<file path="src/rtl/spi_cfg_pkg.sv">
package spi_cfg_pkg;

	//////////////////////////////////////////////////
	// Frame and clock setup
	//////////////////////////////////////////////////

	// Bits needed to hold a count up to value
	function automatic int bits_for(input int value);
		int n;
		n = 1;
		while ((1 << n) <= value) begin
			n = n + 1;
		end
		return n;
	endfunction

	// Frame length in bits
	localparam int spi_width = 32;

	// System clocks per SCK half period
	localparam int sck_half = 2;

	// Counts rising edges up to spi_width
	localparam int bit_cnt_w = bits_for(spi_width);

	// Half period counter runs 0 to sck_half-1
	localparam int div_cnt_w = bits_for(sck_half - 1);

	// Engine states
	typedef enum logic [1:0] {
		st_idle,
		st_shift,
		st_done
	} spi_state_t;

endpackage

</file>
<file path="src/rtl/wb_map_pkg.sv">
package wb_map_pkg;

	//////////////////////////////////////////////////
	// Wishbone bus widths
	//////////////////////////////////////////////////

	// Byte address
	localparam int wb_adr_w = 4;
	localparam int wb_dat_w = 32;

	//////////////////////////////////////////////////
	// Register map
	//////////////////////////////////////////////////

	// Transmit word, read/write
	localparam logic [wb_adr_w-1:0] reg_txdata = 4'h0;
	// Bit 0 written high starts a frame
	localparam logic [wb_adr_w-1:0] reg_ctrl = 4'h4;
	// Received word, read only
	localparam logic [wb_adr_w-1:0] reg_rxdata = 4'h8;
	// Flags, read only
	localparam logic [wb_adr_w-1:0] reg_status = 4'hC;

	// Status bit positions
	localparam int st_done = 0;
	localparam int st_busy = 1;
	localparam int st_overrun = 2;

endpackage

</file>
<file path="src/rtl/spi_bit_engine.sv">
`timescale 1ns/1ps

module spi_bit_engine
	import spi_cfg_pkg::*;
(
	input  logic                 CLK50MHZ,
	input  logic                 RST,
	// Command side
	input  logic                 start,
	input  logic [spi_width-1:0] tx_word,
	// SPI pins
	input  logic                 spi_miso,
	output logic                 spi_sck,
	output logic                 spi_cs,
	output logic                 spi_mosi,
	// Status and result
	output logic                 busy,
	output logic                 frame_done,
	output logic [spi_width-1:0] rx_word
);

	spi_state_t           state;
	logic [div_cnt_w-1:0] div_cnt;
	logic [bit_cnt_w-1:0] bit_cnt;
	logic [spi_width-1:0] shreg;
	logic                 miso_q;
	logic                 half_end;
	logic                 last_bit;

	// End of an SCK half period
	assign half_end = (div_cnt == div_cnt_w'(sck_half - 1));
	// All rising edges of the frame seen
	assign last_bit = (bit_cnt == bit_cnt_w'(spi_width));

	//////////////////////////////////////////////////
	// Control FSM
	//////////////////////////////////////////////////

	always_ff @(posedge CLK50MHZ) begin
		if (RST) begin
			state      <= st_idle;
			spi_cs     <= 1'b1;
			spi_sck    <= 1'b0;
			frame_done <= 1'b0;
			div_cnt    <= '0;
			bit_cnt    <= '0;
		end else begin
			// Single cycle pulse by default
			frame_done <= 1'b0;
			case (state)
				st_idle: begin
					// Start while busy never reaches here
					if (start) begin
						state   <= st_shift;
						spi_cs  <= 1'b0;
						div_cnt <= '0;
						bit_cnt <= '0;
					end
				end
				st_shift: begin
					if (half_end) begin
						div_cnt <= '0;
						spi_sck <= !spi_sck;
						if (!spi_sck) begin
							// Rising edge counted
							bit_cnt <= bit_cnt + 1'b1;
						end else if (last_bit) begin
							// Last falling edge ends the frame
							state <= st_done;
						end
					end else begin
						div_cnt <= div_cnt + 1'b1;
					end
				end
				st_done: begin
					// CS release with the done pulse
					state      <= st_idle;
					spi_cs     <= 1'b1;
					frame_done <= 1'b1;
				end
				default: begin
					state <= st_idle;
				end
			endcase
		end
	end

	//////////////////////////////////////////////////
	// Shift register
	//////////////////////////////////////////////////

	// MISO sampled on rising SCK, shifted in on falling
	always_ff @(posedge CLK50MHZ) begin
		if ((state == st_idle) && start) begin
			shreg <= tx_word;
		end else if ((state == st_shift) && half_end) begin
			if (!spi_sck) begin
				miso_q <= spi_miso;
			end else begin
				shreg <= {shreg[spi_width-2:0], miso_q};
			end
		end
	end

	// MSB first, line parks high
	assign spi_mosi = (state == st_shift) ? shreg[spi_width-1] : 1'b1;
	assign busy     = (state != st_idle);
	// Full word after the last shift
	assign rx_word  = shreg;

	// CS released while idle
	a_idle_cs_high: assert property (
		@(posedge CLK50MHZ) disable iff (RST)
		(state == st_idle) |-> spi_cs
	);

	// No SCK pulse outside a frame
	a_sck_low_no_cs: assert property (
		@(posedge CLK50MHZ) disable iff (RST)
		spi_cs |-> !spi_sck
	);

endmodule

</file>
<file path="src/rtl/spi_rx_capture.sv">
`timescale 1ns/1ps

module spi_rx_capture
	import spi_cfg_pkg::*;
(
	input  logic                 CLK50MHZ,
	input  logic                 RST,
	// From the engine
	input  logic                 frame_done,
	input  logic [spi_width-1:0] rx_word,
	// From the register decode
	input  logic                 rx_clear,
	// Back to the register decode
	output logic [spi_width-1:0] rx_data,
	output logic                 done,
	output logic                 overrun
);

	//////////////////////////////////////////////////
	// Sticky flags
	//////////////////////////////////////////////////

	always_ff @(posedge CLK50MHZ) begin
		if (RST) begin
			done    <= 1'b0;
			overrun <= 1'b0;
		end else if (frame_done) begin
			// New frame beats a clear in the same cycle
			done    <= 1'b1;
			// Unread word gets overwritten
			overrun <= (overrun || done) && !rx_clear;
		end else if (rx_clear) begin
			done    <= 1'b0;
			overrun <= 1'b0;
		end
	end

	// Received word latch
	always_ff @(posedge CLK50MHZ) begin
		if (frame_done) begin
			rx_data <= rx_word;
		end
	end

	// Overrun implies an unread word
	a_overrun_needs_done: assert property (
		@(posedge CLK50MHZ) disable iff (RST)
		overrun |-> done
	);

endmodule

</file>
<file path="src/rtl/spi_wb_top.sv">
`timescale 1ns/1ps

module spi_wb_top
	import spi_cfg_pkg::*;
	import wb_map_pkg::*;
(
	input  logic                            CLK50MHZ,
	input  logic                            RST,
	// Wishbone classic slave
	input  logic                            wb_cyc,
	input  logic                            wb_stb,
	input  logic                            wb_we,
	input  logic [wb_adr_w-1:0]             wb_adr,
	input  logic [wb_map_pkg::wb_dat_w-1:0] wb_dat_w,
	output logic [wb_map_pkg::wb_dat_w-1:0] wb_dat_r,
	output logic                            wb_ack,
	// SPI pins
	output logic                            spi_sck,
	output logic                            spi_cs,
	output logic                            spi_mosi,
	input  logic                            spi_miso
);

	// Decode to engine
	logic [spi_width-1:0] tx_word;
	logic                 start;
	logic                 busy;
	// Engine to capture
	logic [spi_width-1:0] rx_word;
	logic                 frame_done;
	// Capture and decode
	logic                 rx_clear;
	logic [spi_width-1:0] rx_data;
	logic                 done;
	logic                 overrun;

	//////////////////////////////////////////////////
	// Blocks
	//////////////////////////////////////////////////

	wb_reg_decode u_decode (
		.CLK50MHZ (CLK50MHZ),
		.RST      (RST),
		.wb_cyc   (wb_cyc),
		.wb_stb   (wb_stb),
		.wb_we    (wb_we),
		.wb_adr   (wb_adr),
		.wb_dat_w (wb_dat_w),
		.wb_dat_r (wb_dat_r),
		.wb_ack   (wb_ack),
		.tx_word  (tx_word),
		.start    (start),
		.rx_clear (rx_clear),
		.busy     (busy),
		.rx_data  (rx_data),
		.done     (done),
		.overrun  (overrun)
	);

	spi_bit_engine u_engine (
		.CLK50MHZ   (CLK50MHZ),
		.RST        (RST),
		.start      (start),
		.tx_word    (tx_word),
		.spi_miso   (spi_miso),
		.spi_sck    (spi_sck),
		.spi_cs     (spi_cs),
		.spi_mosi   (spi_mosi),
		.busy       (busy),
		.frame_done (frame_done),
		.rx_word    (rx_word)
	);

	spi_rx_capture u_capture (
		.CLK50MHZ   (CLK50MHZ),
		.RST        (RST),
		.frame_done (frame_done),
		.rx_word    (rx_word),
		.rx_clear   (rx_clear),
		.rx_data    (rx_data),
		.done       (done),
		.overrun    (overrun)
	);

endmodule

</file>
<file path="src/rtl/wb_reg_decode.sv">
`timescale 1ns/1ps

module wb_reg_decode
	import spi_cfg_pkg::*;
	import wb_map_pkg::*;
(
	input  logic                              CLK50MHZ,
	input  logic                              RST,
	// Wishbone classic slave
	input  logic                              wb_cyc,
	input  logic                              wb_stb,
	input  logic                              wb_we,
	input  logic [wb_adr_w-1:0]               wb_adr,
	input  logic [wb_map_pkg::wb_dat_w-1:0]   wb_dat_w,
	output logic [wb_map_pkg::wb_dat_w-1:0]   wb_dat_r,
	output logic                              wb_ack,
	// Towards the engine
	output logic [spi_width-1:0]              tx_word,
	output logic                              start,
	output logic                              rx_clear,
	// Back from engine and capture
	input  logic                              busy,
	input  logic [spi_width-1:0]              rx_data,
	input  logic                              done,
	input  logic                              overrun
);

	logic                            req;
	logic                            new_req;
	logic [spi_width-1:0]            tx_reg;
	logic [wb_map_pkg::wb_dat_w-1:0] status_word;
	logic [wb_map_pkg::wb_dat_w-1:0] rd_mux;

	// Bus cycle seen
	assign req = wb_cyc && wb_stb;
	// First cycle only, ack not yet given
	assign new_req = req && !wb_ack;

	//////////////////////////////////////////////////
	// Ack, TXDATA and command pulses
	//////////////////////////////////////////////////

	// Pulses line up with the ack cycle
	always_ff @(posedge CLK50MHZ) begin
		if (RST) begin
			wb_ack   <= 1'b0;
			start    <= 1'b0;
			rx_clear <= 1'b0;
			tx_reg   <= '0;
		end else begin
			wb_ack   <= new_req;
			start    <= new_req && wb_we && (wb_adr == reg_ctrl) && wb_dat_w[0];
			rx_clear <= new_req && !wb_we && (wb_adr == reg_rxdata);
			// TXDATA write
			if (new_req && wb_we && (wb_adr == reg_txdata)) begin
				tx_reg <= wb_dat_w[spi_width-1:0];
			end
		end
	end

	assign tx_word = tx_reg;

	//////////////////////////////////////////////////
	// Read path
	//////////////////////////////////////////////////

	// Status word from package bit positions
	always_comb begin
		status_word                         = '0;
		status_word[wb_map_pkg::st_done]    = done;
		status_word[wb_map_pkg::st_busy]    = busy;
		status_word[wb_map_pkg::st_overrun] = overrun;
	end

	// Register select
	always_comb begin
		rd_mux = '0;
		case (wb_adr)
			reg_txdata: rd_mux[spi_width-1:0] = tx_reg;
			reg_rxdata: rd_mux[spi_width-1:0] = rx_data;
			reg_status: rd_mux = status_word;
			// CTRL and holes read zero
			default:    rd_mux = '0;
		endcase
	end

	// Read data held for the ack cycle
	always_ff @(posedge CLK50MHZ) begin
		if (new_req && !wb_we) begin
			wb_dat_r <= rd_mux;
		end
	end

	// Ack one cycle after a bus request and never two in a row
	a_ack_after_req: assert property (
		@(posedge CLK50MHZ) disable iff (RST)
		wb_ack |-> ($past(wb_cyc && wb_stb) && !$past(wb_ack))
	);

endmodule

</file>
<file path="config.mk">
export PLATFORM = sky130hd
export DESIGN_NAME = spi_wb_top
export DESIGN_NICKNAME = d
export VERILOG_FILES = /design/src/rtl/spi_cfg_pkg.sv /design/src/rtl/wb_map_pkg.sv /design/src/rtl/spi_bit_engine.sv /design/src/rtl/spi_rx_capture.sv /design/src/rtl/spi_wb_top.sv /design/src/rtl/wb_reg_decode.sv
export SDC_FILE = /design/constraint.sdc
export NUM_CORES = 1
export LEC_CHECK = 0
export BUFFER_PORTS_ARGS = -buffer_cell sky130_fd_sc_hd__buf_2
export CELL_PAD_IN_SITES_DETAIL_PLACEMENT = 2
export CELL_PAD_IN_SITES_GLOBAL_PLACEMENT = 2
export CORE_ASPECT_RATIO = 1.25
export CORE_MARGIN = 5
export CORE_UTILIZATION = 42
export CTS_CLUSTER_SIZE = 30
export DETAILED_ROUTE_END_ITERATION = 6
export GPL_TIMING_DRIVEN = 0
export PLACE_DENSITY_LB_ADDON = 0.1
export SETUP_SLACK_MARGIN = 0.4
export SYNTH_ARGS = -nofsm -noshare
export SYNTH_HDL_FRONTEND = slang
export SYNTH_HIERARCHICAL = 1
export SYNTH_SLANG_ARGS = --single-unit
</file>
<file path="constraint.sdc">
create_clock -name CLK50MHZ -period 8.75 [get_ports CLK50MHZ]
set_clock_uncertainty 0.2 [all_clocks]
set_input_delay 1.75 -clock CLK50MHZ [delete_from_list [all_inputs] [get_ports CLK50MHZ]]
set_output_delay 1.75 -clock CLK50MHZ [all_outputs]
set_load 0.05 [all_outputs]
</file>
==> flow_summary.yaml, run 1 <==
worst_setup_path:
  crit_path_start_kind: "flop"
  reg2reg_slack_ps: 6700
  worstReg2RegEnd: "u_engine/rx_word[8]"
  crit_required_ps: 6800
  ff2ff_path_depth: 3
  path_max_fanout: 10
  reg2reg_from: "u_decode/start"
  crit_start: "u_engine/state[0]"
  cp.arrival_ps: 1580
  crit_type: "reg2out"
  endpoint_kind: "output pin"
place:
  pre_cts_slack_ps: 5030
  port_buffers: 76
  hpwl_mm: 11.5
  gp_congestion: 0.774
yosys:
  async_reset_ff_share_pct: 0
  postSynthAreaPerCell_um2: 12.5
  synth_seq_cells: 146
  synth_seq_area_share_pct: 65.0
  synth_edf_count: 97
  syn-num-nets: 522
  ys_types: 43
  syn_inst: 478
  syn_area_um2: 5990
  yosysWarnings: 6
  synth_ff_type: "edfxtp_1"
pwr:
  p_leak_nw: 2.68
  peakVddDrop_mv: 0.136
  finalPower_mw: 1.57
  powerDensity_nw_per_um2: 217
worst_hold_path:
  hp-start: "u_engine/rx_word[4]"
  min_to: "u_capture/rx_data[4]"
  hold_class: "reg2reg"
  whs_path_depth: 0
global_route:
  grt_pass1_vias: 4842
  gr-total-overflow: 0
  grt_antenna_before_repair: 0
  grt_pass1_wl_mm: 28.4
  grt_max_degree: 35
  track_usage_pct: 23.0
timing:
  tns_ps: 0
  rsz0062_at_grt: "false"
  tightest_slew_ps: 916
  maxSlewHeadroom_pct: 38.9
  whs_ps: 259
  fin_crit_sh_pct: 40.4
  fin_ws_ps: 5220
  timing.fmax_ghz: 0.283
  hold_viol: 0
  slew_viol_final: 0
  setup_violations: 0
  min_period_ps: 3530
cells_and_area:
  fin_nets: 619
  fin_util_pct: 52.2
  antenna_cells: 0
  area_growth_pct: 21.4
  fill_cells: 1363
  layout-drive-gt1-share_pct: 24.2
clock_tree:
  worst_setup_hold_path_clk_slew_ps: 60
  postCtsSetupBuffers: 0
  clk_latency_ps: 420
  cts_inserted_buffers: 17
  cts_resized: 0
  root_buffer: "clkbuf_16"
  htree_levels: 4
  holdBufCountCts: 0
  clock_sinks: 146
  cts_tree: "built"
  clockBufferDepth: 2
run_status:
  status: "finished, final reports clean"
routing:
  drcViolationCount: 0
  drt_iter0_drc: 274
  num_vias: 4169
  vias_per_cell: 5.47
  first_pass_iters: 5
  routed_wl_mm: 18.3
  wl_per_cell_um: 24.0
  ant_nets: 0
run:
  max_cap_violations: 0
floorplan:
  ios: 78
  die_area_um2: 16800
  core_um2: 13900
  die_w_um: 117
  die_h_um: 143
  initial_core_util_pct: 43.0
  num_rows: 48
==> routing by layer <==
layer,share of wire [%],up-vias,wire [um],GRT usage (%)
li1,-,1884,-,-
met1,40,2150,7380,26.8
met2,55,116,10000,42.6
met3,3.5,19,643,4.68
met4,1.4,0,265,5.92
met5,0,-,0,0
==> layout make-up <==
| type | instances | area, um^2 | share of cell area (%) |
|---|---|---|---|
| flip-flops and latches | 146 | 3890 | 53.6 |
| multi-input cells | 298 | 1920 | 26.5 |
| clock buffers | 18 | 429 | 5.91 |
| repair buffers | 78 | 428 | 5.89 |
| well taps | 175 | 219 | 3.01 |
| clock inverters | 13 | 184 | 2.53 |
| plain buffers | 28 | 166 | 2.29 |
| inverters | 6 | 22.5 | 0.310 |
==> power breakdown <==
group | internal (mW) | switching [mW] | total (mW)
combinational | 0.0216 | 0.0434 | 0.0651
sequential | 0.734 | 0.00193 | 0.736
clock | 0.476 | 0.297 | 0.773
total | 1.23 | 0.342 | 1.57
==> cells by family (layout without fill, tap and decap cells) <==
group	Yosys count	after routing	synth area share, %
AO/OA/AOI/OAI	47	47	6.69
buffers and inverters	34	143	3.16
adder cells (fa/ha/maj)	2	2	0.418
AND/OR/NAND/NOR	210	210	18.1
multiplexers	39	39	6.58
flip-flops	146	146	65.0
==> per-stage QoR <==
| step | instance area, um^2 | instances |
|---|---|---|
| after floorplan | 5990 | 478 |
| after global placement | 6590 | 729 |
| after detailed placement | 6650 | 731 |
| after CTS | 7270 | 762 |
| after global routing | 7270 | 762 |
| final | 7270 | 762 |
==> worst max-delay path, cell delays in order (launching register included) <==
cell and delay, ps:
dfxtp_1 370, buf_6 160, inv_1 80, or3_1 330
buf_2 210
==> Yosys cell counts, types with 2 or more instances <==
cell	instances	area [um^2]
nor4_2	2	25.0
buf_8	3	45.0
o21a_1	3	22.5
a31oi_1	2	12.5
clkbuf_1	10	37.5
or3_1	6	37.5
buf_2	13	65.1
nand3_1	6	30.0
inv_1	6	22.5
and3_1	2	12.5
mux2_2	3	33.8
edfxtp_1	97	2910
a22oi_1	3	22.5
a21oi_1	3	15.0
nand2_1	103	387
nor2_1	7	26.3
nor3_1	2	10.0
dfxtp_1	49	981
a22o_1	29	254
nand2b_1	67	419
a211oi_1	2	15.0
nor3b_2	2	25.0
and3b_1	2	17.5
mux2i_1	36	360
ha_1	2	25.0
==> how the worst max path moves through the flow <==
stage                                  endpoint  slack [ps]  cells after the start
after floorplan            u_decode/wb_dat_r[0]        4900                      2
after global placement    u_decode/wb_dat_r[28]        3880                      3
after detailed placement   u_decode/wb_dat_r[4]        5030                      5
after CTS                              spi_mosi        5180                      4
after global routing                   spi_mosi        5110                      4
final                                  spi_mosi        5220                      4
==> state kept, by name, summed over array words and instances (netlist names), 2 cells and up <==
| register | count |
|---|---|
| u_decode/wb_dat_r | 32 |
| u_engine/bit_cnt | 6 |
| u_engine/state | 2 |
| u_decode/tx_word | 32 |
| u_engine/rx_word | 32 |
| u_capture/rx_data | 32 |
==> placed cells by master, fill, tap and decap left out, types with 11 or more instances in the layout <==
cell       Yosys  routed
clkbuf_16      0      17
edfxtp_1      97      97
nand2_1      103     103
nand2b_1      67      67
a22o_1        29      29
clkbuf_1      10      11
mux2i_1       36      36
dfxtp_1       49      48
buf_2         13      89
(Power assumes the default switching activity.)
==> run 2: changes to the inputs <==
--- a/config.mk
+++ b/config.mk
@@ -10,7 +10,7 @@
 export CELL_PAD_IN_SITES_GLOBAL_PLACEMENT = 2
 export CORE_ASPECT_RATIO = 1.25
 export CORE_MARGIN = 5
-export CORE_UTILIZATION = 42
+export CORE_UTILIZATION = 39
 export CTS_CLUSTER_SIZE = 30
 export DETAILED_ROUTE_END_ITERATION = 6
 export GPL_TIMING_DRIVEN = 0
==> constraint.sdc (replaced) <==
create_clock -name CLK50MHZ -period 3.67 [get_ports CLK50MHZ]
set_clock_uncertainty 0.2 [all_clocks]
set_input_delay 0.734 -clock CLK50MHZ [delete_from_list [all_inputs] [get_ports CLK50MHZ]]
set_output_delay 0.734 -clock CLK50MHZ [all_outputs]
set_load 0.05 [all_outputs]
==> run 2 against run 1 <==
Net effect: sequential power up 140%; flip-flop and latch count unchanged; wire length down 12%; combinational power up 130%; sequential share of layout area up 0.47 points; utilization down 4.2 points; power up 120%; worst setup slack worse by 4100 ps; via count down 3.6%; cell area down 0.88%; non-clock buffer count unchanged; hold slack worse by 15 ps; largest power group is now registers; highest routed layer unchanged.
==> flow_summary.yaml, run 2 (synthesis gave the netlist of run 1 again) <==
worst_setup_path:
  crit_required_ps: 2740
  crit_type: "reg2out"
  cp.arrival_ps: 1590
  endpoint_kind: "output pin"
  crit_path_start_kind: "flop"
  path_max_fanout: 10
pwr:
  p_leak_nw: 2.65
  peakVddDrop_mv: 0.259
  powerDensity_nw_per_um2: 484
clock_tree:
  cts_tree: "built"
  clockBufferDepth: 2
  postCtsSetupBuffers: 0
  cts_inserted_buffers: 17
  htree_levels: 4
  clk_latency_ps: 430
  root_buffer: "clkbuf_16"
  worst_setup_hold_path_clk_slew_ps: 60
  cts_resized: 0
  holdBufCountCts: 0
  clock_sinks: 146
routing:
  first_pass_iters: 4
  drt_iter0_drc: 192
  routed_wl_mm: 16.0
  ant_nets: 0
  met2_length_mm: 8.79
  drcViolationCount: 0
  met3_wirelength_um: 512
  top_layer_used: "met4"
  wl_per_cell_um: 20.8
  num_vias: 4020
  wl_met1_mm: 6.54
  vias_per_cell: 5.22
cells_and_area:
  antenna_cells: 0
  layout_commonest_cell: "nand2_1"
  area_growth_pct: 20.3
  fill_cells: 1537
  mostFrequentLayoutCells: "103 x nand2_1, 97 x edfxtp_1, 89 x buf_2, 67 x nand2b_1, 48 x dfxtp_1"
  fin_nets: 619
  finalInstanceArea_um2: 7200
  layout-drive-gt1-share_pct: 23.5
global_route:
  grt_antenna_before_repair: 0
  gr-total-overflow: 0
  grt_pass1_vias: 4558
  grt_max_degree: 35
  grt_pass1_wl_mm: 25.4
  track_usage_pct: 18.7
timing:
  rsz0062_at_grt: "false"
  slew_viol_final: 0
  maxSlewHeadroom_pct: 39.3
  timing.fmax_ghz: 0.396
  min_period_ps: 2520
  fin_crit_sh_pct: 68.8
  tightest_slew_ps: 910
  whs_ps: 244
  hold_viol: 0
  setup_violations: 0
floorplan:
  ios: 78
  die_area_um2: 17900
  core_um2: 15000
  die_h_um: 149
  die_w_um: 121
  num_rows: 50
  initial_core_util_pct: 39.9
place:
  port_buffers: 76
  gp_congestion: 0.797
  placed_cell_area_um2: 6670
  hpwl_mm: 11.2
worst_hold_path:
  hold_class: "reg2reg"
run:
  max_cap_violations: 0
run_status:
  status: "finished, final reports clean"
run 2: cell types whose count changed in the layout (fill, tap and decap cells not counted):
cell        delta
clkbuf_1       +5
bufinv_16      -4
clkbuf_8       +4
inv_6          -2
buf_12         -1
buf_16         +1
clkinv_4       -1
clkinvlp_4     -1
run 2: final timing paths:
kind | slack [ps] | endpoint | from | cells after the start
setup reg to reg | 1580 | u_engine/rx_word[14] | u_decode/start | 3
hold reg to reg | 240 | u_capture/rx_data[14] | u_engine/rx_word[14] | 0
hold / removal | 240 | u_capture/rx_data[14] | u_engine/rx_word[14] | 0
setup / recovery | 1150 | spi_mosi | u_engine/state[0] | 4
run 2: layer usage:
metal  GRT usage (%)  vias to the layer above
met1            21.2                     2045
li1                -                     1879
met5               0                        -
met2            34.2                       79
met3            4.37                       17
met4            6.63                        0
run 2: where the power goes:
| group | internal [mW] | switching [mW] | total [mW] | leakage, nW |
|---|---|---|---|---|
| Clock | 0.932 | 0.648 | 1.58 | 0.257 |
| Sequential | 1.75 | 0.00445 | 1.75 | 1.26 |
| Combinational | 0.0522 | 0.0979 | 0.150 | 1.13 |
| Total | 2.73 | 0.750 | 3.48 | 2.65 |
run 2: layout make-up:
cell class	instances	area (um^2)	area share (%)
Buffer	28	166	2.31
Clock buffer	27	503	6.98
Clock inverter	5	30.0	0.417
Inverter	6	22.5	0.313
Multi-Input combinational cell	298	1920	26.7
Sequential cell	146	3890	54.1
Tap cell	182	228	3.16
Timing Repair Buffer	78	435	6.04
run 2: critical path: stages (launching register included):
cell and delay, ps:
dfxtp_1 360, buf_6 160, inv_1 80, or3_1 350, buf_2 220
run 2: stage by stage:
| stage | setup WS, ps | power [mW] | cells | setup TNS [ps] | util, % |
|---|---|---|---|---|---|
| floorplan | 611 | 1.88 | 478 | 0 | - |
| finish | 1150 | 3.48 | 770 | 0 | 48.0 |
| global route | 1060 | 3.61 | 770 | 0 | 48.0 |
| global placement | -307 | 1.94 | 736 | -14000 | 43.9 |
| CTS | 1120 | 3.52 | 770 | 0 | 48.0 |
| detailed placement | 1090 | 1.94 | 738 | 0 | 44.4 |
==> run 3: changes to the inputs <==
--- a/config.mk
+++ b/config.mk
@@ -5,12 +5,13 @@
 export SDC_FILE = /design/constraint.sdc
 export NUM_CORES = 1
 export LEC_CHECK = 0
+export ABC_AREA = 1
 export BUFFER_PORTS_ARGS = -buffer_cell sky130_fd_sc_hd__buf_2
 export CELL_PAD_IN_SITES_DETAIL_PLACEMENT = 2
 export CELL_PAD_IN_SITES_GLOBAL_PLACEMENT = 2
 export CORE_ASPECT_RATIO = 1.25
 export CORE_MARGIN = 5
-export CORE_UTILIZATION = 39
+export CORE_UTILIZATION = 36
 export CTS_CLUSTER_SIZE = 30
 export DETAILED_ROUTE_END_ITERATION = 6
 export GPL_TIMING_DRIVEN = 0
==> constraint.sdc (replaced) <==
create_clock -name CLK50MHZ -period 2.65 [get_ports CLK50MHZ]
set_clock_uncertainty 0.2 [all_clocks]
set_input_delay 0.53 -clock CLK50MHZ [delete_from_list [all_inputs] [get_ports CLK50MHZ]]
set_output_delay 0.53 -clock CLK50MHZ [all_outputs]
set_load 0.05 [all_outputs]
==> run 3 against run 2 <==
Net effect: wire length grew 12%; largest power group is now clock; area after synthesis is essentially flat; clock power grew 79%; first-iteration DRC count grew 21%; power grew 58%; worst setup slack lost 650 ps; flip-flop and latch count is the same; highest routed layer unchanged; largest cell class unchanged.
==> flow_summary.yaml, run 3 <==
clock_tree:
  worst_setup_hold_path_clk_slew_ps: 60
  clock_sinks: 146
  holdBufCountCts: 0
  root_buffer: "clkbuf_16"
  clockBufferDepth: 2
  clk_latency_ps: 420
  cts_inserted_buffers: 17
  cts_tree: "built"
  htree_levels: 4
worst_setup_path:
  crit_type: "reg2out"
  cp.arrival_ps: 1420
  reg2reg_from: "u_engine/state[0]"
  path_max_fanout: 6
  crit_path_start_kind: "flop"
  cp_slowest_stage_delay_ps: 400
  worstReg2RegEnd: "u_engine/rx_word[20]"
  crit_slowest_cell: "dfxtp_2"
  endpoint_kind: "output pin"
  crit_required_ps: 1920
  reg2reg_slack_ps: 600
  ff2ff_path_depth: 4
  crit_chain: "nand2_2 -> or2_2 -> buf_4"
worst_hold_path:
  whs_path_depth: 1
  hold_class: "in2reg"
  hp-start: "spi_miso"
  min_to: "u_engine/miso_q"
cells_and_area:
  antenna_cells: 0
  layout_commonest_cell: "nand2_1"
  fill_cells: 1770
  mostFrequentLayoutCells: "245 x nand2_1, 97 x edfxtp_1, 81 x buf_2, 81 x nor2_1, 50 x inv_1"
  layout-drive-gt1-share_pct: 20.9
  fin_nets: 778
  area_growth_pct: 24.3
yosys:
  syn_area_um2: 5990
  synth_seq_cells: 146
  synth_top_area_cell: "edfxtp_1"
  ys_types: 25
  synth_ff_type: "edfxtp_1"
  synth_area_leaders: "edfxtp_1 49%, dfxtp_1 16%, nand2_1 15%"
  syn_inst: 634
  synth_seq_area_share_pct: 65.0
  post-synth-top-count-cell: "nand2_1"
  yosysWarnings: 6
  synth_edf_count: 97
  netlist.area_leader.share_pct: 48.6
  syn-num-nets: 678
  synth_commonest_cells: "246 x nand2_1, 97 x edfxtp_1, 82 x nor2_1, 51 x inv_1, 49 x dfxtp_1"
  postSynthAreaPerCell_um2: 9.45
  async_reset_ff_share_pct: 0
pwr:
  p_leak_nw: 3.20
  powerDensity_nw_per_um2: 738
  peakVddDrop_mv: 0.459
  finalPower_mw: 5.50
floorplan:
  initial_core_util_pct: 36.8
  die_area_um2: 19300
  core_um2: 16300
  die_h_um: 154
  num_rows: 52
  die_w_um: 125
  ios: 78
routing:
  drt_iter0_drc: 232
  routed_wl_mm: 18.0
  drcViolationCount: 0
  ant_nets: 0
  num_vias: 4619
  vias_per_cell: 4.80
  first_pass_iters: 4
  wl_per_cell_um: 18.7
timing:
  hold_viol: 0
  rsz0062_at_grt: "false"
  min_period_ps: 2150
  fin_crit_sh_pct: 81.2
  timing.fmax_ghz: 0.465
  maxSlewHeadroom_pct: 34.2
  fin_ws_ps: 499
  setup_violations: 0
  tightest_slew_ps: 988
  tns_ps: 0
  slew_viol_final: 0
place:
  port_buffers: 77
  hpwl_mm: 12.3
  pre_cts_slack_ps: 137
  gp_congestion: 0.772
global_route:
  grt_pass1_vias: 5275
  grt_antenna_before_repair: 0
  track_usage_pct: 19.3
  grt_pass1_wl_mm: 28.6
  gr-total-overflow: 0
  grt_max_degree: 35
run_status:
  status: "finished, final reports clean"
run:
  max_cap_violations: 0
==> run 3: cell types whose count changed in the layout (fill, tap and decap cells not counted), sizes merged, moves of 5 or more <==
| cell | change |
|---|---|
| inv | +50 |
| nand2b | -67 |
| nand2 | +147 |
| nor2 | +81 |
| buf | +8 |
| a22o | -29 |
| clkbuf | -16 |
| nand3 | +42 |
| or3 | -6 |
| a21oi | +5 |
| bufinv | +7 |
| mux2i | -36 |
==> run 3: through the flow <==
step                      hold slack [ps]  util, %  cell area [um^2]  cells
final                                 105     45.8              7440    962
after global routing                 80.9     45.8              7440    962
after CTS                            86.8     45.8              7440    962
after detailed placement              236     41.1              6690    928
after global placement                231     40.9              6660    927
after floorplan                       218        -              6000    634
==> run 3: metal layers <==
| metal | GRT usage [%] | wire, um | vias to the layer above |
|---|---|---|---|
| met1 | 21.2 | 7080 | 2303 |
| li1 | - | - | 2219 |
| met3 | 4.07 | 525 | 19 |
| met2 | 37.1 | 10100 | 78 |
| met4 | 5.79 | 266 | 0 |
| met5 | 0 | 0 | - |
==> run 3: worst max-delay path by stage <==
stage	from	end	slack, ps
2_1_floorplan	u_decode/wb_ack	u_decode/wb_dat_r[0]	450
6_report	u_engine/state[0]	spi_mosi	500
3_5_place_dp	u_engine/state[0]	u_engine/rx_word[20]	140
3_3_place_gp	wb_cyc	u_decode/wb_dat_r[22]	-160
5_1_grt	u_engine/state[1]	spi_mosi	420
4_1_cts	u_engine/state[1]	spi_mosi	430
==> run 3: area by class of cell <==
| class | instances | area, um^2 | area share [%] |
|---|---|---|---|
| timing repair buffer | 80 | 455 | 6.12 |
| clock inverter | 10 | 229 | 3.08 |
| clock buffer | 21 | 460 | 6.19 |
| tap | 216 | 270 | 3.63 |
| multi-input combinational | 409 | 1740 | 23.4 |
| sequential | 146 | 3900 | 52.3 |
| buffer | 24 | 179 | 2.40 |
| inverter | 56 | 213 | 2.86 |
==> run 3: cell families after synthesis <==
family,after synthesis,share of synthesized area (%)
AOI/OAI and AO/OA,12,1.00
buffers and inverters,80,6.54
and+or+nand+nor,394,27.0
DFF,146,65.0
adders and majority gates,2,0.418
==> run 3: power by group <==
group	internal, mW	leakage, nW	switching [mW]	total [mW]
registers	2.43	1.26	0.00766	2.43
clock network	1.90	0.337	0.926	2.83
logic	0.0654	1.61	0.165	0.230
==> run 3: critical path: cells and delay by family (launching register included) <==
| family | cells | cell delay [ps] |
|---|---|---|
| AND/OR/NAND/NOR | 2 | 400 |
| buffers and inverters | 1 | 190 |
| flip-flops | 1 | 400 |
==> run 3: repair_timing <==
item	CTS	global route
setup endpoints to repair	33	1
pin swaps	1	0
gates resized for setup	4	1
cloned	1	0
buffers inserted	2	0
